`src/common/icache_pkg.sv`:
```
`default_nettype none

package icache_pkg;

  //--------------------------------------------------------------------------
  // Cache geometry
  //--------------------------------------------------------------------------
  // Two ways of 32 sets
  localparam int NUM_WAYS    = 2;
  localparam int LINE_ADDR_W = 5;
  localparam int NUM_LINES   = 32;

  // 8 byte line, one instruction pair
  localparam int LINE_SIZE_W = 3;
  localparam int DATA_W      = 64;

  // Tag is everything above set index
  localparam int TAG_W       = 32 - LINE_ADDR_W - LINE_SIZE_W;

  //--------------------------------------------------------------------------
  // AXI read constants
  //--------------------------------------------------------------------------
  // Two 32-bit beats per line
  localparam logic [7:0] AXI_ARLEN   = 8'd1;
  // INCR
  localparam logic [1:0] AXI_ARBURST = 2'd1;
  localparam logic [3:0] AXI_ID      = 4'd0;

  // Controller states
  typedef enum logic [1:0] {
    FLUSH    = 2'd0,
    LOOKUP   = 2'd1,
    REFILL   = 2'd2,
    RELOOKUP = 2'd3
  } state_e;

  // Tag array entry
  typedef struct packed {
    logic             valid;
    logic [TAG_W-1:0] tag;
  } tag_entry_t;

  typedef logic [LINE_ADDR_W-1:0] line_idx_t;

  // AR channel, ID/len/burst are constant
  typedef struct packed {
    logic        arvalid;
    logic [31:0] araddr;
  } axi_ar_t;

  // R channel
  typedef struct packed {
    logic        rvalid;
    logic [31:0] rdata;
    logic [1:0]  rresp;
    logic        rlast;
  } axi_r_t;

  // Write shared by both ways, steered per way by the strobes
  typedef struct packed {
    logic              tag_wr;
    logic              data_wr;
    tag_entry_t        tag;
    logic [DATA_W-1:0] data;
  } ram_wr_t;

endpackage

`default_nettype wire

```
`src/way/icache_way.sv`:
```
`timescale 1ns/1ps
`default_nettype none

module icache_way (
  input  wire                                clk_i,
  input  wire  icache_pkg::line_idx_t        line_idx_i,
  input  wire  [icache_pkg::LINE_ADDR_W-1:0] data_addr_i,
  input  wire  [icache_pkg::TAG_W-1:0]       cmp_tag_i,
  input  wire                                tag_wr_i,
  input  wire                                data_wr_i,
  input  wire  icache_pkg::ram_wr_t          wr_i,
  output logic                               hit_o,
  output logic [icache_pkg::DATA_W-1:0]      data_o
);

  // Tag and data arrays
  icache_pkg::tag_entry_t        tag_ram  [icache_pkg::NUM_LINES];
  logic [icache_pkg::DATA_W-1:0] data_ram [icache_pkg::NUM_LINES];

  icache_pkg::tag_entry_t        tag_rd_q;

  //--------------------------------------------------------------------------
  // Tag array
  //--------------------------------------------------------------------------
  // Read returns the old entry on a write cycle
  always_ff @(posedge clk_i)
  begin
    if (tag_wr_i)
      tag_ram[line_idx_i] <= wr_i.tag;
    tag_rd_q <= tag_ram[line_idx_i];
  end

  // Valid entry with matching tag
  assign hit_o = tag_rd_q.valid && (tag_rd_q.tag == cmp_tag_i);

  //--------------------------------------------------------------------------
  // Data array
  //--------------------------------------------------------------------------
  always_ff @(posedge clk_i)
  begin
    if (data_wr_i)
      data_ram[data_addr_i] <= wr_i.data;
    data_o <= data_ram[data_addr_i];
  end

endmodule

`default_nettype wire

```
`config.mk`:
```
export PLATFORM = sky130hd
export DESIGN_NAME = icache_way
export DESIGN_NICKNAME = d
export VERILOG_FILES = /design/src/common/icache_pkg.sv /design/src/way/icache_way.sv
export SDC_FILE = /design/constraint.sdc
export NUM_CORES = 2
export LEC_CHECK = 0
export BUFFER_PORTS_ARGS = -buffer_cell sky130_fd_sc_hd__buf_4
export CORE_MARGIN = 2
export CORE_UTILIZATION = 25
export CTS_CLUSTER_SIZE = 25
export DETAILED_ROUTE_END_ITERATION = 8
export PLACE_DENSITY_LB_ADDON = 0.05
export SLEW_MARGIN = 20
export SYNTH_ARGS = -nofsm -noshare
export SYNTH_HDL_FRONTEND = slang
export SYNTH_SLANG_ARGS = --single-unit
export TNS_END_PERCENT = 30
```
`constraint.sdc`:
```
create_clock -name clk_i -period 12.05 [get_ports clk_i]
set_input_delay 0.6025 -clock clk_i [delete_from_list [all_inputs] [get_ports clk_i]]
set_output_delay 0.6025 -clock clk_i [all_outputs]
set_load 0.05 [all_outputs]
```
Word-level counts from Yosys, hierarchy flattened
Memories as Yosys holds them, arrays and structs flattened. A register that Yosys moved wholly into a read port is not among the register bits.
Index checks and enable logic that the tools add are counted.
{ "totals": {"in_bits": 128, "out_inout_bits": 65, "register_bits": 0, "elab_cells": 8, "ramBits": 2848, "memories": 2} }
{ "classes": {"n_mux": 4, "reduce_logical": 1, "n_eq_ne": 1} }
{ "memory_table": {"columns": ["memory", "words", "word_bits", "read_ports", "rd_ports_with_merged_regs", "write_ports", "line", "source"], "rows": [
  ["data_ram", 32, 64, 1, 1, 1, "icache_way.sv:18", "logic [icache_pkg::DATA_W-1:0] data_ram [icache_pkg::NUM_LINES];"],
  ["tag_ram", 32, 25, 1, 1, 1, "icache_way.sv:17", "icache_pkg::tag_entry_t tag_ram [icache_pkg::NUM_LINES];"]
]} }
{ "ops": {"columns": ["op", "count"], "rows": [
  ["$eq 24x24->1", 1],
  ["$mux 1", 4],
  ["$logic_and 1x1->1", 1]
]} }

Depth between registers and ports, before layout
{ "depth": {"word_depth": 2, "ltp_mapped": 8, "mapped_depth_nobuf": 4} }

Worst setup path after synthesis
OpenSTA, ideal clock, no wires.
{ "synth_timing": {"path_type": "input-to-reg", "from": "input port data_addr_i[1] in the netlist's numbering", "to": "memory data_ram[27][0] in the netlist's numbering (enable)", "t_required_ps": 11485, "n_path_buf": 4, "cell_stages": 6, "setup_time_ps": 565, "t_arrival_ps": 5980, "path_slack_ps": 5505, "path_cell_list": "clkbuf_1 buf_2 buf_2 buf_2 nand3_1 nor3_1"} }
{ "synth_lines": {"columns": ["element", "line", "source"], "rows": [
  ["start, declared", "icache_way.sv:7", "input wire [icache_pkg::LINE_ADDR_W-1:0] data_addr_i,"],
  ["end, declared", "icache_way.sv:18", null]
]} }
No word-level cell before the write port.

==> reports/qor.txt <==
Crit path max fanout = 100
Initial antenna violation count = 24
Worst-Margin Slew = 1.34 ns
Iter 0 DRT Violations = 3380
Status = finished clean
P per Cell Area = 175 nW/um^2
Final wirelength = 367000 microns
Leakage power total = 44.6 nW
Post-synthesis compound-gate area fraction = 4.15%
Vias in the first global route = 58001
WP data arrival = 5.18 ns
Slew Limit Fails = 0
DR pass1 iterations = 5
Nature of the critical path startpoint = input port
Hold slack = 0.0990 ns
Critical Path RT = 12.82 ns
Tcrit/Tclk final = 36.6%
GPL Wtd Cong = 0.682
Cell mode on critical path = buf_4
Final Hold Fails = 0
Distinct cells, synth = 28
GRT Total Usage = 16.1%
Sum Neg Setup Slack = 0 ns
Syn Std Cell Area = 110000 sq um
DP Wirelength = 194000 microns
Post-CTS setup buffer count = 0
Adder-Cell Fraction of Synth Area = 0%
Ranking of synthesized cells by area = edfxtp_1 77%, mux2i_1 13%, o22ai_1 3.9%, dfxtp_1 1.6%, buf_2 1.1%
Highest-delay cell along the critical path = nor4_1
Final min period = 4.41 ns
Max Cap Violations = 0
Cts repair resizes = 0
Per-cell routed wire length = 29.4 microns
Clock sinks = 2937
Post-synth top area cell = edfxtp_1
CTS max path bufs = 4
Grt total ovfl = 0
Number of buffers added on ports = 190
Critical-path cell list = buf_16 -> buf_4 -> buf_4 -> buf_12 -> buf_4 -> mux2i_1 -> o22ai_1 -> nor4_1 -> nand2_1
Post-synthesis xor/xnor area fraction = 0.190%
Site Rows = 243
Cts bufs inserted = 358
Die area = 447000 sq um
Hold crit path type = in2reg
Mux contribution to synthesized area = 12.9%
CORE AREA = 439000 sq um
Max Freq = 227 MHz
DR vias = 56135
Root buffer cell = clkbuf_16
Syn-to-layout area delta = 19.1%
CP bufs+invs = 5
Layout cells sized above 1 = 15.3%
Final setup fails = 0
DR DRC count = 0
First-pass GRT wire length = 499000 microns
VDD IR max = 0.000109 V
Unrepaired setup endpoints after global routing = no
Sequential cell area fraction in the yosys report = 79.1%
Die W = 668 microns
Fin nets = 6412
Non-filler cells, final = 12480
Synthesized Nets = 5955
Placed cell count = 11764
Per-cell via count in the routed design = 4.50
DP Worst Slack = 6.56 ns
Crit path kind = in2reg
Combinational family with the most area after synthesis = multiplexers
Clk_lat worst skew = 0.93 ns
Initial Util = 25.2%
Share of the synthesized area in the top cell type = 77.5%
Hold buffers post-CTS = 40
Critical Path End Type = register
CTS tree = yes
Synth Area in Simple Gates = 2.03%
Worst path max stage delay = 0.93 ns
Worst setup margin = 7.64 ns
Kind of cell adding the most delay to the critical path = buffers and inverters
Pin count of the biggest net entering global routing = 105
Clock Pin Slew Worst Setup and Hold Paths = 0.06 ns
Io pins = 193
Antenna Nets Post-Route = 0
Synth warn = 0
Final Skew = 0.0460 ns
CTS H-tree depth = 5
Relative slew margins = 9.55%
Syn avg cell area = 18.9 sq um
Worst R2R Setup Slack = 9.85 ns
Flops & latches, synth = 2937
Post-Synthesis Cells = 5827
Chip height = 668 microns
[layout by cell type, fill, tap and decap left out, types with 10 or more instances in the layout]
| cell | n |
|---|---|
| nor4_1 | 180 |
| clkinv_2 | 76 |
| bufinv_16 | 21 |
| o22ai_1 | 692 |
| clkbuf_8 | 17 |
| nor2_4 | 56 |
| xor2_1 | 15 |
| clkinv_1 | 59 |
| o22ai_2 | 20 |
| mux2i_1 | 1424 |
| clkbuf_16 | 362 |
| nand2_1 | 93 |
| inv_6 | 13 |
| buf_12 | 10 |
| buf_4 | 375 |
| diode_2 | 20 |
| clkbuf_1 | 89 |
| dfxtp_1 | 89 |
| dlygate4sd3_1 | 40 |
| edfxtp_1 | 2848 |
[kinds of logic after synthesis]
family,after synthesis
XOR/XNOR,24
AO/OA/AOI/OAI,712
flip-flops,2937
AND/OR/NAND/NOR,398
multiplexers,1424
buffers and inverters,332
[worst paths after layout]
path,startpoint,end,cells past startpoint
max,data_addr_i[1],data_o[34],9
min,wr_i[4],data_ram[5][4],1
max reg2reg,tag_ram[24][2],tag_rd_q[2],4
min reg2reg,tag_ram[10][5],tag_rd_q[5],4
[layout make-up]
| class | instances | area (sq um) |
|---|---|---|
| Clock inverter | 188 | 1610 |
| Fill cell | 42957 | 307000 |
| Antenna cell | 20 | 50.0 |
| Clock buffer | 468 | 9630 |
| Multi-Input combinational cell | 2558 | 22000 |
| Sequential cell | 2937 | 87300 |
| Tap cell | 5880 | 7360 |
| Timing Repair Buffer | 429 | 3500 |
[sequential cells by signal, summed over array words and instances (netlist names)]
name,cells
data_o,64
tag_ram,800
data_ram,2048
tag_rd_q,25
[cells in the mapped netlist, drive strengths merged]
library cell  number
nor2              58
nand4b             8
buf              273
edfxtp          2848
nand4              4
clkbuf            59
xor2              15
nand4bb           12
o22ai            712
nand3              6
or4                2
dfxtp             89
mux2i           1424
or4b               8
nand3b             8
nor4             182
or3                2
or3b               6
xnor2              9
nor3               9
nand2             93
[where the power goes]
group	switching [mW]	internal [mW]	total, mW	leakage, nW
clock network	4.32	6.08	10.4	5.54
registers	0.0617	11.4	11.4	26.4
logic	0.784	0.339	1.12	12.6
[layer usage]
metal  routed length (microns)  GRT usage [%]  share of wire (%)
met5                        10              0             0.0027
met4                      6660           3.09                1.8
met3                     12000           2.27                3.3
met2                    181000           27.6                 49
met1                    168000           21.6                 46
[per-stage QoR]
step | util [%] | area (sq um) | total power [mW]
after global placement | 27.3 | 120000 | 12.8
after global routing | 29.9 | 131000 | 23.8
after CTS | 29.9 | 131000 | 23.4
after detailed placement | 27.3 | 120000 | 12.8
after floorplan | - | 110000 | 12.2
final | 29.9 | 131000 | 23.0
Note: power is estimated with default switching activity, not from simulation.
