### src/common/icache_pkg.sv
`default_nettype none

package icache_pkg;

  //--------------------------------------------------------------------------
  // Cache geometry
  //--------------------------------------------------------------------------
  // Two ways of 32 sets
  localparam int NUM_WAYS    = 2;
  localparam int LINE_ADDR_W = 5;
  localparam int NUM_LINES   = 32;

  // 8 byte line, one instruction pair
  localparam int LINE_SIZE_W = 3;
  localparam int DATA_W      = 64;

  // Tag is everything above set index
  localparam int TAG_W       = 32 - LINE_ADDR_W - LINE_SIZE_W;

  //--------------------------------------------------------------------------
  // AXI read constants
  //--------------------------------------------------------------------------
  // Two 32-bit beats per line
  localparam logic [7:0] AXI_ARLEN   = 8'd1;
  // INCR
  localparam logic [1:0] AXI_ARBURST = 2'd1;
  localparam logic [3:0] AXI_ID      = 4'd0;

  // Controller states
  typedef enum logic [1:0] {
    FLUSH    = 2'd0,
    LOOKUP   = 2'd1,
    REFILL   = 2'd2,
    RELOOKUP = 2'd3
  } state_e;

  // Tag array entry
  typedef struct packed {
    logic             valid;
    logic [TAG_W-1:0] tag;
  } tag_entry_t;

  typedef logic [LINE_ADDR_W-1:0] line_idx_t;

  // AR channel, ID/len/burst are constant
  typedef struct packed {
    logic        arvalid;
    logic [31:0] araddr;
  } axi_ar_t;

  // R channel
  typedef struct packed {
    logic        rvalid;
    logic [31:0] rdata;
    logic [1:0]  rresp;
    logic        rlast;
  } axi_r_t;

  // Write shared by both ways, steered per way by the strobes
  typedef struct packed {
    logic              tag_wr;
    logic              data_wr;
    tag_entry_t        tag;
    logic [DATA_W-1:0] data;
  } ram_wr_t;

endpackage

`default_nettype wire

### src/refill/icache_refill.sv
`timescale 1ns/1ps
`default_nettype none

module icache_refill (
  input  wire                                clk_i,
  input  wire                                rst_i,
  input  wire                                miss_i,
  input  wire                                refilling_i,
  input  wire  [31:0]                        lookup_addr_i,
  input  wire                                req_valid_i,
  input  wire                                axi_arready_i,
  input  wire  icache_pkg::axi_r_t           axi_r_i,
  output icache_pkg::axi_ar_t                axi_ar_o,
  output icache_pkg::ram_wr_t                ram_wr_o,
  output logic [icache_pkg::LINE_ADDR_W-1:0] refill_addr_o,
  output logic                               refill_done_o,
  output logic                               req_error_o
);

  logic                               arvalid_q;
  logic                               beat_q;
  logic [31:0]                        lower_q;
  logic [icache_pkg::LINE_ADDR_W-1:0] refill_addr_q;
  logic                               error_q;
  logic                               beat_valid;

  // Beat belongs to our refill
  assign beat_valid = refilling_i && axi_r_i.rvalid;

  //--------------------------------------------------------------------------
  // AR request
  //--------------------------------------------------------------------------
  // Raised on the miss cycle, held until accepted
  assign axi_ar_o.arvalid = miss_i || arvalid_q;
  assign axi_ar_o.araddr  = {lookup_addr_i[31:icache_pkg::LINE_SIZE_W],
                             {icache_pkg::LINE_SIZE_W{1'b0}}};

  always_ff @(posedge clk_i or posedge rst_i)
  begin
    if (rst_i)
      arvalid_q <= 1'b0;
    else
      arvalid_q <= axi_ar_o.arvalid && !axi_arready_i;
  end

  //--------------------------------------------------------------------------
  // Beat assembly
  //--------------------------------------------------------------------------
  // High on the upper beat of a pair
  always_ff @(posedge clk_i or posedge rst_i)
  begin
    if (rst_i)
      beat_q <= 1'b0;
    else if (beat_valid)
      beat_q <= axi_r_i.rlast ? 1'b0 : ~beat_q;
  end

  // Lower word waits one beat
  always_ff @(posedge clk_i)
  begin
    if (axi_r_i.rvalid)
      lower_q <= axi_r_i.rdata;
  end

  // Write address, loaded from the line address on a miss
  always_ff @(posedge clk_i or posedge rst_i)
  begin
    if (rst_i)
      refill_addr_q <= '0;
    else if (miss_i)
      refill_addr_q <= axi_ar_o.araddr[icache_pkg::LINE_SIZE_W +: icache_pkg::LINE_ADDR_W];
    else if (beat_valid && beat_q)
      refill_addr_q <= refill_addr_q + 1'b1;
  end

  assign refill_addr_o = refill_addr_q;

  // Data on every beat, the upper one leaves the full pair
  assign ram_wr_o.data_wr   = beat_valid;
  assign ram_wr_o.data      = {axi_r_i.rdata, lower_q};
  // Tag on the last beat, invalid entry outside a refill for flushes
  assign ram_wr_o.tag_wr    = beat_valid && axi_r_i.rlast;
  assign ram_wr_o.tag.valid = refilling_i;
  assign ram_wr_o.tag.tag   = lookup_addr_i[31 -: icache_pkg::TAG_W];

  assign refill_done_o = beat_valid && axi_r_i.rlast;

  //--------------------------------------------------------------------------
  // Read error
  //--------------------------------------------------------------------------
  // Kept until the fetch is handed back
  always_ff @(posedge clk_i or posedge rst_i)
  begin
    if (rst_i)
      error_q <= 1'b0;
    else if (axi_r_i.rvalid && (axi_r_i.rresp != 2'b00))
      error_q <= 1'b1;
    else if (req_valid_i)
      error_q <= 1'b0;
  end

  assign req_error_o = error_q;

endmodule

`default_nettype wire

### config.mk
export PLATFORM = sky130hd
export DESIGN_NAME = icache_refill
export DESIGN_NICKNAME = d
export VERILOG_FILES = /design/src/common/icache_pkg.sv /design/src/refill/icache_refill.sv
export SDC_FILE = /design/constraint.sdc
export NUM_CORES = 1
export LEC_CHECK = 0
export BUFFER_PORTS_ARGS = -buffer_cell sky130_fd_sc_hd__buf_4
export CELL_PAD_IN_SITES_DETAIL_PLACEMENT = 0
export CELL_PAD_IN_SITES_GLOBAL_PLACEMENT = 1
export CORE_ASPECT_RATIO = 1.4
export CORE_UTILIZATION = 26
export DETAILED_ROUTE_END_ITERATION = 10
export PLACE_DENSITY = 0.83
export SYNTH_ARGS = -nofsm -noshare
export SYNTH_HDL_FRONTEND = slang
export SYNTH_SLANG_ARGS = --single-unit
export TNS_END_PERCENT = 100
### constraint.sdc
create_clock -name clk_i -period 2.37 [get_ports clk_i]
set_input_delay 0.3555 -clock clk_i [delete_from_list [all_inputs] [get_ports clk_i]]
set_output_delay 0.3555 -clock clk_i [all_outputs]
set_load 0.01 [all_outputs]
# Word level (Yosys, flattened, before mapping)
# Cells that the tools add are included.
# totals
register_bits,40
output_inout_bits,131
word_cells,22
in_bits,74
# op_classes
n_mux,5
n_addsub,1
n_reduce_logical,10
bitwise,1
# ops
op,count
2-to-1 mux 5 bit,2
nonzero test 2 bit,3
adder 5 x 1 -> 5 bit (second input constant),1
logical AND 1 bit,5
2-to-1 mux 1 bit,3
zero test 1 bit,1
logical OR 1 bit,1
inverter 1 bit,1

# Depth between registers and ports, before layout
# logic_depth
word_depth,4
ltp_mapped,4
ltp_nobuf,4

# Worst setup path after synthesis
# No wires, ideal clock.
# synth_path
kind,register -> register
from,register refill_addr_q (netlist bit refill_addr_o[0])
to,register refill_addr_q (netlist bit refill_addr_o[4])
setup_ns,0.082
stages_incl_launch_ff,5
required_ns,2.288
path_slack_ns,1.110
t_arrival_ns,1.178
period_less_slack_ns,1.260
n_path_buf,0
cell_sequence,dfrtp_1 ha_1 nand4_2 or3_1 a31oi_1
# synth_via
elab_chain_cells,3
# synth_lines
item,line_no,text
from (decl),icache_refill.sv:23,logic [icache_pkg::LINE_ADDR_W-1:0] refill_addr_q;
from (signal assigned),icache_refill.sv:71,refill_addr_q <= axi_ar_o.araddr[icache_pkg::LINE_SIZE_W +: icache_pkg::LINE_ADDR_W];
from (signal assigned),icache_refill.sv:73,refill_addr_q <= refill_addr_q + 1'b1;
adder 5 x 1 -> 5 bit,icache_refill.sv:73,
2-to-1 mux 5 bit,icache_refill.sv:72,else if (beat_valid && beat_q)
2-to-1 mux 5 bit,icache_refill.sv:70,else if (miss_i)
# No other way between the ends. The select of a mux whose other input is x is not followed.
# A chain may end at the register's enable or synchronous reset.

==> metrics.txt <==
# TYPE chip_impl_metric gauge
chip_impl_info{name="run_status",value="finished clean"} 1
chip_impl_metric{name="hpwlAfterDp",unit="um"} 3140
chip_impl_metric{name="hold_buffers",unit=""} 0
chip_impl_metric{name="number_of_synthesized_register_bits",unit=""} 40
chip_impl_info{name="crit_type",value="flop to primary output"} 1
chip_impl_metric{name="routed-wl-met3",unit="um"} 470
chip_impl_metric{name="gr-usage-all-layers",unit="%"} 9.01
chip_impl_info{name="start_kind",value="flop"} 1
chip_impl_metric{name="synth.distinct_cells",unit=""} 21
chip_impl_metric{name="intPower",unit="W"} 0.00131
chip_impl_metric{name="mappedNetlistArea",unit="sq um"} 2050
chip_impl_metric{name="synth_cells",unit=""} 166
chip_impl_metric{name="antenna_cells",unit=""} 0
chip_impl_metric{name="cts_setup_buffers",unit=""} 0
chip_impl_metric{name="synth.area.mux_share",unit="%"} 0.488
chip_impl_metric{name="grt.overflow.total",unit=""} 0
chip_impl_info{name="worst_setup_path_end_kind",value="primary output"} 1
chip_impl_metric{name="starting_utilization_of_the_core_area",unit="%"} 27.3
chip_impl_metric{name="final_layout_size_suffix_gt1_share",unit="%"} 65.6
chip_impl_metric{name="rows",unit=""} 37
chip_impl_metric{name="wirelength",unit="um"} 3890
chip_impl_metric{name="finalSetupViolCount",unit=""} 0
chip_impl_metric{name="synthesis.area_per_instance",unit="sq um"} 12.3
chip_impl_metric{name="sw_frac_of_total",unit="%"} 23.8
chip_impl_metric{name="ant_nets",unit=""} 0
chip_impl_metric{name="final_hold_viol_count",unit=""} 0
chip_impl_metric{name="timing_max_transition_violations_final",unit=""} 0
chip_impl_metric{name="net-switching-power",unit="W"} 0.000408
chip_impl_metric{name="grt_antenna_before_repair",unit=""} 0
chip_impl_metric{name="clkPwrFrac",unit="%"} 33.1
chip_impl_metric{name="synth_sequential_area_ratio",unit="%"} 56.7
chip_impl_metric{name="route.vias.total",unit=""} 1177
chip_impl_metric{name="power.density",unit="nW/um^2"} 670
chip_impl_metric{name="fin_area",unit="sq um"} 2560
chip_impl_metric{name="timing.fmax",unit="MHz"} 697
chip_impl_metric{name="vias_in_the_first_global_route",unit=""} 1084
chip_impl_metric{name="timing.critical_path.fanout_max",unit=""} 2
chip_impl_metric{name="skew",unit="ns"} 0.00454
chip_impl_info{name="synth_top_family_by_area",value="buffers and inverters"} 1
chip_impl_metric{name="gpl.final_weighted_congestion",unit=""} 0.706
chip_impl_metric{name="core_region_area",unit="sq um"} 7500
chip_impl_metric{name="final.setup.tns",unit="ns"} 0
chip_impl_metric{name="peakVddDrop",unit="V"} 0.000318
chip_impl_metric{name="grt_start_max_net_pins",unit=""} 30
chip_impl_metric{name="clock_buffer_count_from_cts",unit=""} 5
chip_impl_metric{name="clkLatencyLatePin",unit="ns"} 0.29
chip_impl_metric{name="drv.max_cap_violation_count",unit=""} 0
chip_impl_metric{name="cts.clk_slew.worst_paths",unit="ns"} 0.08
chip_impl_metric{name="place.port_buffers",unit=""} 126
chip_impl_info{name="cts_tree",value="done"} 1
chip_impl_metric{name="nets",unit=""} 286
chip_impl_metric{name="yosysWarnings",unit=""} 0
chip_impl_metric{name="avgRoutedWirePerCell",unit="um"} 12.6
chip_impl_metric{name="htree_num_levels",unit=""} 2
chip_impl_metric{name="detailed_place.area",unit="sq um"} 2450
chip_impl_metric{name="detail_route.drc_violations",unit=""} 0
chip_impl_metric{name="worst_ep_arrival_time",unit="ns"} 1.08
chip_impl_metric{name="fp.dieArea",unit="sq um"} 8250
chip_impl_metric{name="drt_pre_antenna_iters",unit=""} 4
chip_impl_metric{name="worst-endpoint-required",unit="ns"} 2.01
chip_impl_metric{name="min_period_over_period",unit="%"} 60.5
chip_impl_metric{name="wl_met1",unit="um"} 1270
chip_impl_info{name="ctsRootBufferMaster",value="sky130_fd_sc_hd__clkbuf_8"} 1
chip_impl_metric{name="synthToLayoutAreaGrowth",unit="%"} 25.1
chip_impl_metric{name="via_to_cell_ratio",unit=""} 3.81
chip_impl_metric{name="cts.sink_count",unit=""} 40
chip_impl_metric{name="die_width",unit="um"} 77.0
chip_impl_metric{name="synth_compound_area_share",unit="%"} 2.69
chip_impl_metric{name="postCtsResizedCells",unit=""} 0
chip_impl_metric{name="bufs_on_longest_clock_path",unit=""} 2
chip_impl_metric{name="fin_crit",unit="ns"} 1.43
chip_impl_metric{name="static-leakage-power",unit="nW"} 1.19
chip_impl_metric{name="vertical_die_dimension",unit="um"} 107
chip_impl_metric{name="grt_first_pass_wirelength",unit="um"} 5450
chip_impl_info{name="grt_setup_unrepaired",value="false"} 1
chip_impl_metric{name="io_pins",unit=""} 205
chip_impl_metric{name="drt_iter0_markers",unit=""} 27
chip_impl_metric{name="wl_met2",unit="um"} 1960
chip_impl_metric{name="post_synthesis_adder_cell_area_fraction",unit="%"} 0.611
chip_impl_metric{name="yosys.area_share.simple",unit="%"} 4.46
chip_impl_metric{name="synthXorXnorAreaFrac",unit="%"} 0.855
chip_impl_info{name="maxUsedRoutingLayer",value="met4"} 1
chip_impl_metric{name="power.share.combinational",unit="%"} 17.6
chip_impl_info{name="type_of_the_worst_min_delay_path",value="primary input to async pin"} 1
chip_impl_metric{name="pwr-share-seq",unit="%"} 49.3
## Yosys cell counts
cell type                  instances  area share, %
sky130_fd_sc_hd__nand3_1           1           0.24
sky130_fd_sc_hd__buf_4            91             33
sky130_fd_sc_hd__ha_1              1           0.61
sky130_fd_sc_hd__nor3_1            1           0.24
sky130_fd_sc_hd__edfxtp_1         32             47
sky130_fd_sc_hd__inv_1             4           0.73
sky130_fd_sc_hd__conb_1            1           0.18
sky130_fd_sc_hd__a31oi_1           2           0.61
sky130_fd_sc_hd__or3_1             2           0.61
sky130_fd_sc_hd__o21ai_0           7            1.7
sky130_fd_sc_hd__or2_2             1           0.31
sky130_fd_sc_hd__and3_2            1           0.37
sky130_fd_sc_hd__nor2b_1           1           0.31
sky130_fd_sc_hd__xor2_1            2           0.85
sky130_fd_sc_hd__dfrtp_1           8            9.8
sky130_fd_sc_hd__nand2_1           5           0.92
sky130_fd_sc_hd__a21o_1            1           0.37
sky130_fd_sc_hd__nand4_2           1           0.61
sky130_fd_sc_hd__nor2_1            2           0.37
sky130_fd_sc_hd__mux2i_1           1           0.49
sky130_fd_sc_hd__nand3_2           1           0.49
## placed cells by master (no fill, tap or decap), types with 2 or more instances in the layout
master	synthesis	final
sky130_fd_sc_hd__buf_4	91	127
sky130_fd_sc_hd__edfxtp_1	32	32
sky130_fd_sc_hd__dfrtp_1	8	8
sky130_fd_sc_hd__o21ai_0	7	7
sky130_fd_sc_hd__nand2_1	5	5
sky130_fd_sc_hd__clkbuf_8	0	5
sky130_fd_sc_hd__inv_1	4	4
sky130_fd_sc_hd__conb_1	1	3
sky130_fd_sc_hd__xor2_1	2	2
sky130_fd_sc_hd__or3_1	2	2
sky130_fd_sc_hd__nor2_1	2	2
sky130_fd_sc_hd__a31oi_1	2	2
## worst max-delay path: stages, from the launching register on
cell and delay, ns:
sky130_fd_sc_hd__dfrtp_1 0.36, sky130_fd_sc_hd__or2_2 0.28, sky130_fd_sc_hd__buf_4 0.15
## layout make-up
type,instances,area [sq um]
inverter,4,15.0
sequential,40,1160
timing repair buffer,127,953
fill,752,4940
multi-input combinational,33,198
tap,97,121
clock buffer,5,68.8
clock inverter,3,46.3
## logic make-up after synthesis
kind of cell,Yosys count
other,1
adders and majority gates,1
muxes,1
and+or+nand+nor,16
buffers and inverters,95
DFF,40
xor gates and xnor gates,2
AOI/OAI and AO/OA,10
## power by group through the flow
stage	logic, W	clock network (W)	registers, W
after floorplan	0.000186	0	0.000891
after global placement	0.000304	0	0.000861
after detailed placement	0.000307	0	0.000863
after CTS	0.000308	0.000584	0.000847
after global routing	0.000326	0.000610	0.000854
final	0.000302	0.000569	0.000846
## per-stage QoR
step / worst slack (ns) / std cells / util [%] / hold slack [ns] / power [W]
after detailed placement: 1.05 / 301 / 32.6 / 0.346 / 0.00117
after floorplan: 1.11 / 168 / - / 0.171 / 0.00108
final: 0.936 / 309 / 34.2 / 0.00788 / 0.00172
after global routing: 0.895 / 309 / 34.2 / 0.0355 / 0.00179
after global placement: 1.07 / 301 / 32.6 / 0.346 / 0.00116
after CTS: 0.923 / 309 / 34.2 / 0.0229 / 0.00174
## metal layers
layer | GRT usage, % | vias to the layer above
li1 | - | 548
met2 | 14.9 | 85
met5 | 0 | -
met4 | 7.01 | 0
met1 | 8.78 | 519
met3 | 4.00 | 25
## state kept, by name, indices dropped and copies added, names as in the netlist
name	cells
arvalid_q	1
lower_q	32
beat_q	1
refill_addr_o	5
req_error_o	1
## final timing paths
check / to / start / slack, ns / depth (start not counted)
setup / recovery: axi_ar_o[32] / arvalid_q / 0.94 / 2
hold / removal: arvalid_q / rst_i / 0.008 / 2
setup reg to reg: refill_addr_o[4] / refill_addr_o[0] / 1.07 / 4
hold reg to reg: req_error_o / req_error_o / 0.56 / 2
max in group asynchronous: beat_q / rst_i / 2.11 / 2
min in group clk_i: arvalid_q / axi_arready_i / 0.20 / 2
Power figures use the tool's default switching activity.
