$ cat src/common/icache_pkg.sv
`default_nettype none

package icache_pkg;

  //--------------------------------------------------------------------------
  // Cache geometry
  //--------------------------------------------------------------------------
  // Two ways of 32 sets
  localparam int NUM_WAYS    = 2;
  localparam int LINE_ADDR_W = 5;
  localparam int NUM_LINES   = 32;

  // 8 byte line, one instruction pair
  localparam int LINE_SIZE_W = 3;
  localparam int DATA_W      = 64;

  // Tag is everything above set index
  localparam int TAG_W       = 32 - LINE_ADDR_W - LINE_SIZE_W;

  //--------------------------------------------------------------------------
  // AXI read constants
  //--------------------------------------------------------------------------
  // Two 32-bit beats per line
  localparam logic [7:0] AXI_ARLEN   = 8'd1;
  // INCR
  localparam logic [1:0] AXI_ARBURST = 2'd1;
  localparam logic [3:0] AXI_ID      = 4'd0;

  // Controller states
  typedef enum logic [1:0] {
    FLUSH    = 2'd0,
    LOOKUP   = 2'd1,
    REFILL   = 2'd2,
    RELOOKUP = 2'd3
  } state_e;

  // Tag array entry
  typedef struct packed {
    logic             valid;
    logic [TAG_W-1:0] tag;
  } tag_entry_t;

  typedef logic [LINE_ADDR_W-1:0] line_idx_t;

  // AR channel, ID/len/burst are constant
  typedef struct packed {
    logic        arvalid;
    logic [31:0] araddr;
  } axi_ar_t;

  // R channel
  typedef struct packed {
    logic        rvalid;
    logic [31:0] rdata;
    logic [1:0]  rresp;
    logic        rlast;
  } axi_r_t;

  // Write shared by both ways, steered per way by the strobes
  typedef struct packed {
    logic              tag_wr;
    logic              data_wr;
    tag_entry_t        tag;
    logic [DATA_W-1:0] data;
  } ram_wr_t;

endpackage

`default_nettype wire

$ cat src/icache_way_select.sv
`timescale 1ns/1ps
`default_nettype none

module icache_way_select (
  input  wire                               clk_i,
  input  wire                               rst_i,
  input  wire                               hit0_i,
  input  wire                               hit1_i,
  input  wire  [icache_pkg::DATA_W-1:0]     data0_i,
  input  wire  [icache_pkg::DATA_W-1:0]     data1_i,
  input  wire                               flush_wr_i,
  input  wire  icache_pkg::ram_wr_t         wr_i,
  output logic                              hit_any_o,
  output logic [icache_pkg::DATA_W-1:0]     inst_o,
  output logic [icache_pkg::NUM_WAYS-1:0]   tag_wr_o,
  output logic [icache_pkg::NUM_WAYS-1:0]   data_wr_o
);

  // Way to fill next
  logic replace_q;

  assign hit_any_o = hit0_i || hit1_i;

  // Way 0 wins, both never hit together
  assign inst_o = hit0_i ? data0_i : data1_i;

  // Round robin, step once per filled line
  always_ff @(posedge clk_i or posedge rst_i)
  begin
    if (rst_i)
      replace_q <= 1'b0;
    else if (wr_i.tag_wr)
      replace_q <= ~replace_q;
  end

  // Refill goes to the named way, flush clears both
  always_comb
  begin
    for (int w = 0; w < icache_pkg::NUM_WAYS; w++)
    begin
      tag_wr_o[w]  = flush_wr_i || (wr_i.tag_wr && (int'(replace_q) == w));
      data_wr_o[w] = wr_i.data_wr && (int'(replace_q) == w);
    end
  end

endmodule

`default_nettype wire

$ cat config.mk
export PLATFORM = sky130hd
export DESIGN_NAME = icache_way_select
export DESIGN_NICKNAME = d
export VERILOG_FILES = /design/src/common/icache_pkg.sv /design/src/icache_way_select.sv
export SDC_FILE = /design/constraint.sdc
export NUM_CORES = 1
export LEC_CHECK = 0
export ABC_AREA = 1
export BUFFER_PORTS_ARGS = -buffer_cell sky130_fd_sc_hd__buf_2
export CELL_PAD_IN_SITES_DETAIL_PLACEMENT = 1
export CELL_PAD_IN_SITES_GLOBAL_PLACEMENT = 1
export CORE_AREA = 2 2 114 116
export CTS_CLUSTER_SIZE = 16
export DETAILED_ROUTE_END_ITERATION = 6
export DIE_AREA = 0 0 116 118
export PLACE_DENSITY_LB_ADDON = 0.1
export SLEW_MARGIN = 15
export SYNTH_ARGS = -nofsm -noshare
export SYNTH_HDL_FRONTEND = slang
export SYNTH_SLANG_ARGS = --single-unit
$ cat constraint.sdc
create_clock -name clk_i -period 0.9 [get_ports clk_i]
set_clock_uncertainty 0.2 [all_clocks]
set_input_delay 0.135 -clock clk_i [delete_from_list [all_inputs] [get_ports clk_i]]
set_output_delay 0.135 -clock clk_i [all_outputs]
set_load 0.02 [all_outputs]
Word-level counts from Yosys, hierarchy flattened
Index checks and enable logic that the tools add are counted.
{"block": "word_totals", "reg_bits": 1, "in_bits": 224}
{"block": "classes", "n_mux": 1, "n_bitwise": 2, "reduce_logical": 7}
{"cell": "two-way mux 64 bit", "n": 1}
{"cell": "logical AND 1 bit", "n": 4}
{"cell": "logical OR 1 bit", "n": 3}
{"cell": "NOT 1 bit", "n": 2}

Longest topological paths before layout
Gate-level depths: netlist (run 1).
{"block": "logic_depth", "depth_word": 3, "depth_mapped": 4, "depth_no_buf": 3}

Least setup slack after synthesis (run 1)
Ideal clock, no wire load.
{"block": "synth_timing", "path_kind": "register -> output", "start": "register replace_q", "end": "output port data_wr_o[0] in the netlist's numbering", "arrival_ps": 700, "required_time_ps": 565, "setup_slack_ps": -135, "path_stages_with_launch": 2, "path_buffers": 0, "cell_sequence": "dfrtp_1 -> nor2_1"}
{"block": "synth_between", "elab_chain_cells": 2}
{"item": "start: declaration", "line_no": "icache_way_select.sv:20", "text": "logic replace_q;"}
{"item": "start signal: assignment", "line_no": "icache_way_select.sv:33", "text": "replace_q <= ~replace_q;"}
{"item": "NOT 1 bit", "line_no": "icache_way_select.sv:42", "text": "data_wr_o[w] = wr_i.data_wr && (int'(replace_q) == w);"}
{"item": "logical AND 1 bit", "line_no": "icache_way_select.sv:42"}
{"item": "end: declaration", "line_no": "icache_way_select.sv:16", "text": "output logic [icache_pkg::NUM_WAYS-1:0] data_wr_o"}
Every way passes these cells.

Worst setup path in the final report (run 1)
{"block": "layout_timing", "start": "input port hit0_i", "end": "output port inst_o[29] in the netlist's numbering"}
{"block": "layout_between", "elab_chain_cells": 1}
{"item": "start: declaration", "line_no": "icache_way_select.sv:7", "text": "input wire hit0_i,"}
{"item": "two-way mux 64 bit", "line_no": "icache_way_select.sv:25", "text": "assign inst_o = hit0_i ? data0_i : data1_i;"}
{"item": "end: declaration", "line_no": "icache_way_select.sv:14", "text": "output logic [icache_pkg::DATA_W-1:0] inst_o,"}
Every way passes these cells.

==> impl_metrics.yaml, run 1 <==
power_and_ir_drop:
  p_sw_frac: 0.471
  p_leak_nw: 1.98
  power_frac_comb: 0.971
  power.density_nw_per_um2: 619
  internal_power_w: 0.00114
  pwr-share-clk: 0
  ir_drop_v: 0.000172
  switching_power_w: 0.00101
  seqPwrFrac: 0.029
job:
  maxCapViolations: 0
global_routing:
  grtUsageTotal: 0.101
  antenna_found_initial: 0
  grt_pass1_wl_um: 11100
  overflow: 0
  grt_start_max_net_pins: 16
  grt_pass1_vias: 2244
worst_setup_path:
  crit_chain: "buf_12 > clkinv_8 > buf_12 > buf_12 > nand2_1 > nand2_2 > buf_6"
  crit_start: "hit0_i"
  cp_common_cell: "buf_12"
  reg2reg_from: "replace_q"
  worst-setup-path-type: "in2out"
  worstSetupStartpointType: "input port"
  crit_path_max_fanout: 12
  arrival_ns: 0.83
  crit_buf_inv: 5
  crit_slowest_cell: "buf_12"
  setup.worst_path.end_class: "output pin"
  max_stage_delay_ns: 0.14
  critPathTopFamily: "buffers and inverters"
  cp.required_ns: 0.56
layout:
  seq_area_um2: 25.0
  areaGrowthSynthToFinish_pct: 281
  multi_input_area_um2: 1220
  fill_cells: 1573
  top_register: "replace_q"
  nets: 663
  layout-drive-gt1-share: 0.815
  largest_reg_flops: 1
  num_antenna_cells: 0
  reg.largest.list: "replace_q (1)"
  utilization: 0.279
synth:
  synthXorXnorAreaFrac: 0
  ys_types: 8
  syn_inst: 222
  synth-compound-area-share: 0
  syn_avg_cell_area_um2: 4.10
  synth_warnings: 0
  synthSimpleGateAreaFrac: 0.831
  synth_nets: 446
  ys_ff_latch: 1
  synth_seq_area_share: 0.0275
  synth_fa_ha_area_frac: 0
  synth_mux_area_frac: 0
  synth_top_family_by_area: "simple AND/OR/NAND/NOR gates"
  syn-cell-area_um2: 911
timing:
  finalSetupViolations: 70
  hold_ws_ns: 0.202
  timing.fmax_mhz: 862
  rsz0062_at_grt: "true"
  worstMarginPinSlew_ns: 0.171
  maxSlewViolCount: 0
  min_period_over_period: 1.29
  hold_viol_final: 0
  slew-limit-headroom: 0.886
  period_needed_ns: 1.16
  fin_ws_ns: -0.261
floorplan:
  io_pins: 293
  row_count: 41
  die-area_um2: 13700
  die_h_um: 118
  start_util: 0.0734
  core_region_area_um2: 12400
  fp.dieW_um: 116
run_status:
  violations: "setup timing"
  status: "complete, but fails checks"
routing:
  drc_errors: 0
  routed-wl-met2_um: 4220
  wl_per_cell_um: 12.8
  wl_met1_um: 2910
  drt_wl_total_um: 7800
  top_layer_used: "met3"
  via_per_inst: 3.56
  first_iter_violations: 29
  antenna_left: 0
  wl_met3_um: 668
  via_count: 2170
  first_pass_iters: 4
placed_design:
  place.gp.congestion: 0.728
  dp_slack_ns: -0.332
  hpwl_um: 5660
  port_buffers: 203
min_path:
  hold_path_startpoint: "wr_i[90]"
  hold_path.class: "in2reg"
clock_tree:
  clk_pin_slew_worst_paths_ns: 0
  clk_latency_ns: 0
-- worst register-to-register path: stages (launching register included) --
cell and delay (ns):
dfrtp_1 0.40, inv_1 0.07, nand2_2 0.08, nand2_2 0.04
-- what timing repair did --
action                     in CTS  in global routing
hold endpoints to repair        1                  0
pin swaps                       8                  3
gates resized for setup       213                 35
hold buffers                    1                  0
setup endpoints to repair      70                 70
setup buffers                   6                  0
gates cloned                    6                  2
-- area by class of cell --
cell class,count,share of cell area
flip-flops and latches,1,0.00721
well taps,172,0.0620
repair buffers,228,0.569
inverters,7,0.0112
multi-input cells,201,0.351
-- final timing paths --
kind / cells past startpoint / slack [ns] / endpoint
max: 7 / -0.26 / inst_o[29]
min: 3 / 0.20 / replace_q
max reg2reg: 3 / -0.01 / replace_q
min reg2reg: 2 / 0.38 / replace_q
max in group asynchronous: 3 / 0.08 / replace_q
min in group asynchronous: 3 / 0.33 / replace_q
-- power by group through the flow --
stage | Combinational [W] | Clock [W] | Sequential (W)
6_report | 0.00209 | 0 | 0.0000622
5_1_grt | 0.00224 | 0 | 0.0000635
4_1_cts | 0.00203 | 0 | 0.0000622
3_5_place_dp | 0.00141 | 0 | 0.0000621
3_3_place_gp | 0.00140 | 0 | 0.0000620
2_1_floorplan | 0.000754 | 0 | 0.0000599
-- per-stage QoR --
stage / total power, W / cell area [um2] / cells / setup TNS [ns]
after global routing: 0.00230 / 3470 / 609 / -18.32
after CTS: 0.00209 / 3310 / 607 / -16.00
final: 0.00215 / 3470 / 609 / -16.13
after floorplan: 0.000814 / 1080 / 222 / -1.01
after detailed placement: 0.00147 / 2390 / 594 / -20.61
after global placement: 0.00146 / 2390 / 594 / -20.11
-- per-layer routing --
layer  vias to the layer above  global-route usage
li1                       1085                   -
met5                         -                   0
met2                       100               0.206
met4                         0                   0
met3                         0              0.0232
met1                       985               0.109
-- placed cells by master (no fill, tap or decap) --
cell / n
inv_1: 6
clkbuf_16: 2
nand2_4: 28
buf_6: 71
nor2_2: 1
buf_16: 6
dfrtp_1: 1
buf_4: 1
nand2_1: 73
buf_8: 1
nand2_2: 98
clkinv_8: 1
buf_2: 133
buf_12: 13
dlygate4sd3_1: 1
or2_4: 1
-- cells by family (layout without fill, tap and decap cells) --
group,after synthesis,count (layout)
buffers and inverters,20,235
DFF,1,1
and+or+nand+nor,201,201
-- synthesized netlist by cell type (all sizes together) --
| cell | instances | area share |
|---|---|---|
| dfrtp | 1 | 0.027 |
| inv | 7 | 0.029 |
| or2 | 1 | 0.0069 |
| nand2 | 199 | 0.82 |
| buf | 13 | 0.11 |
| nor2 | 1 | 0.0041 |
(Power assumes the default switching activity.)
==> run 2: changes to the inputs <==
- clock period: 0.9 -> 1.1 ns (I/O delays scaled with it)
==> run 2 against run 1 <==
Against the previous run: the run still ends with setup timing left; highest routed layer unchanged; first-iteration DRC count rose by 41%; cell area down 10%; hold slack improved by 0.034 ns; combinational power fell by 26%; cell count fell by 1.3%; wire length is 4.5% lower.
==> impl_metrics.yaml, run 2 (synthesized netlist as in run 1, its figures left out) <==
worst_setup_path:
  setup.worst_path.end_class: "output pin"
  worstSetupStartpointType: "input port"
  arrival_ns: 0.87
  max_stage_delay_ns: 0.18
  worst-setup-path-type: "in2out"
  crit_slowest_cell: "clkbuf_16"
  cp.required_ns: 0.73
  crit_path_max_fanout: 8
  crit_chain: "buf_12 > clkinv_8 > buf_12 > clkbuf_16 > nand2_2 > nand2_2 > buf_6"
timing:
  finalSetupViolations: 66
  hold_ws_ns: 0.236
  timing.fmax_mhz: 807
  rsz0062_at_grt: "true"
  min_period_over_period: 1.13
  worstMarginPinSlew_ns: 0.196
  slew-limit-headroom: 0.870
  maxSlewViolCount: 0
  period_needed_ns: 1.24
  fin_ws_ns: -0.139
  hold_viol_final: 0
layout:
  layoutNonFillerInstCount: 601
  areaGrowthSynthToFinish_pct: 243
  reg.largest.list: "replace_q (1)"
  nets: 655
  most-common-layout-cells: "buf_2 (135), nand2_1 (111), buf_6 (68), nand2_2 (61), nand2_4 (27)"
  stdcell_area_um2: 3120
  num_antenna_cells: 0
  layout-drive-gt1-share: 0.720
  top_register: "replace_q"
  final_common_cell: "buf_2"
  largest_reg_flops: 1
clock_tree:
  clk_pin_slew_worst_paths_ns: 0
  clk_latency_ns: 0
routing:
  drc_errors: 0
  first_pass_iters: 5
  antenna_left: 0
  first_iter_violations: 41
  via_per_inst: 3.56
  drt_wl_total_um: 7450
  via_count: 2141
  wl_per_cell_um: 12.4
run_status:
  violations: "setup timing"
  status: "complete, but fails checks"
placed_design:
  hpwl_um: 5340
  port_buffers: 203
  dp_cells: 591
  postPlaceCellArea_um2: 2120
  place.gp.congestion: 0.686
power_and_ir_drop:
  seqPwrFrac: 0.032
  power.density_nw_per_um2: 512
  pwr-share-clk: 0
  switching_power_w: 0.000775
  p_leak_nw: 1.87
  internal_power_w: 0.000822
  ir_drop_v: 0.000172
  p_sw_frac: 0.485
  power_frac_comb: 0.968
global_routing:
  antenna_found_initial: 0
  grt_pass1_wl_um: 10600
  grtUsageTotal: 0.0941
  overflow: 0
  grt_start_max_net_pins: 26
  grt_pass1_vias: 2232
job:
  maxCapViolations: 0
floorplan:
  start_util: 0.0734
  row_count: 41
  io_pins: 293
  die-area_um2: 13700
  fp.dieW_um: 116
  die_h_um: 118
  core_region_area_um2: 12400
min_path:
  hold_path.class: "in2reg"
run 2: timing repair:
| action | in CTS | in global routing |
|---|---|---|
| setup endpoints to repair | 66 | 69 |
| resized for setup | 192 | 70 |
| endpoints found under the hold margin | 1 | 0 |
| buffers inserted | 4 | 1 |
| pin swaps | 18 | 18 |
| hold buffers | 1 | 0 |
| cloned | 3 | 2 |
run 2: final cells by class:
cell class | instances | area (um2)
Timing Repair Buffer | 220 | 1730
Sequential cell | 1 | 25.0
Inverter | 7 | 38.8
Tap cell | 172 | 215
Multi-Input combinational cell | 201 | 1110
Fill cell | 1602 | 9290
run 2: power by group through the flow:
| stage | clock, W | sequential (W) | combinational, W |
|---|---|---|---|
| 2_1_floorplan | 0 | 0.0000481 | 0.000537 |
| 3_3_place_gp | 0 | 0.0000507 | 0.00102 |
| 3_5_place_dp | 0 | 0.0000508 | 0.00103 |
| 4_1_cts | 0 | 0.0000509 | 0.00145 |
| 5_1_grt | 0 | 0.0000515 | 0.00167 |
| 6_report | 0 | 0.0000506 | 0.00155 |
run 2: through the flow:
step           worst slack (ns)  TNS (ns)  utilization  total power (W)
2_1_floorplan            0.0349         0            -         0.000585
3_3_place_gp             -0.224    -12.63        0.171          0.00107
3_5_place_dp             -0.264    -13.56        0.171          0.00108
4_1_cts                  -0.142     -7.42        0.231          0.00150
5_1_grt                  -0.176     -9.71        0.252          0.00172
6_report                 -0.139     -7.24        0.252          0.00160
run 2: worst max-delay path: cells and delay by family:
kind,cells,cell delay [ns]
buf+inv,5,0.59
simple gates,2,0.11
run 2: per-layer routing:
layer / track usage / routed length [um] / up-vias
met2: 0.195 / 4130 / 115
met5: 0 / 0 / -
met3: 0.0191 / 708 / 0
li1: - / - / 1065
met4: 0 / 0 / 0
met1: 0.100 / 2620 / 961
run 2: worst paths after layout:
kind                                 from          to  slack, ns  depth (start not counted)
worst min-delay path             wr_i[90]   replace_q       0.24                          4
max in group asynchronous           rst_i   replace_q       0.23                          3
worst max-delay path               hit0_i  inst_o[30]      -0.14                          7
worst min register to register  replace_q   replace_q       0.46                          3
worst max register to register  replace_q   replace_q       0.12                          4
min in group asynchronous           rst_i   replace_q       0.38                          3
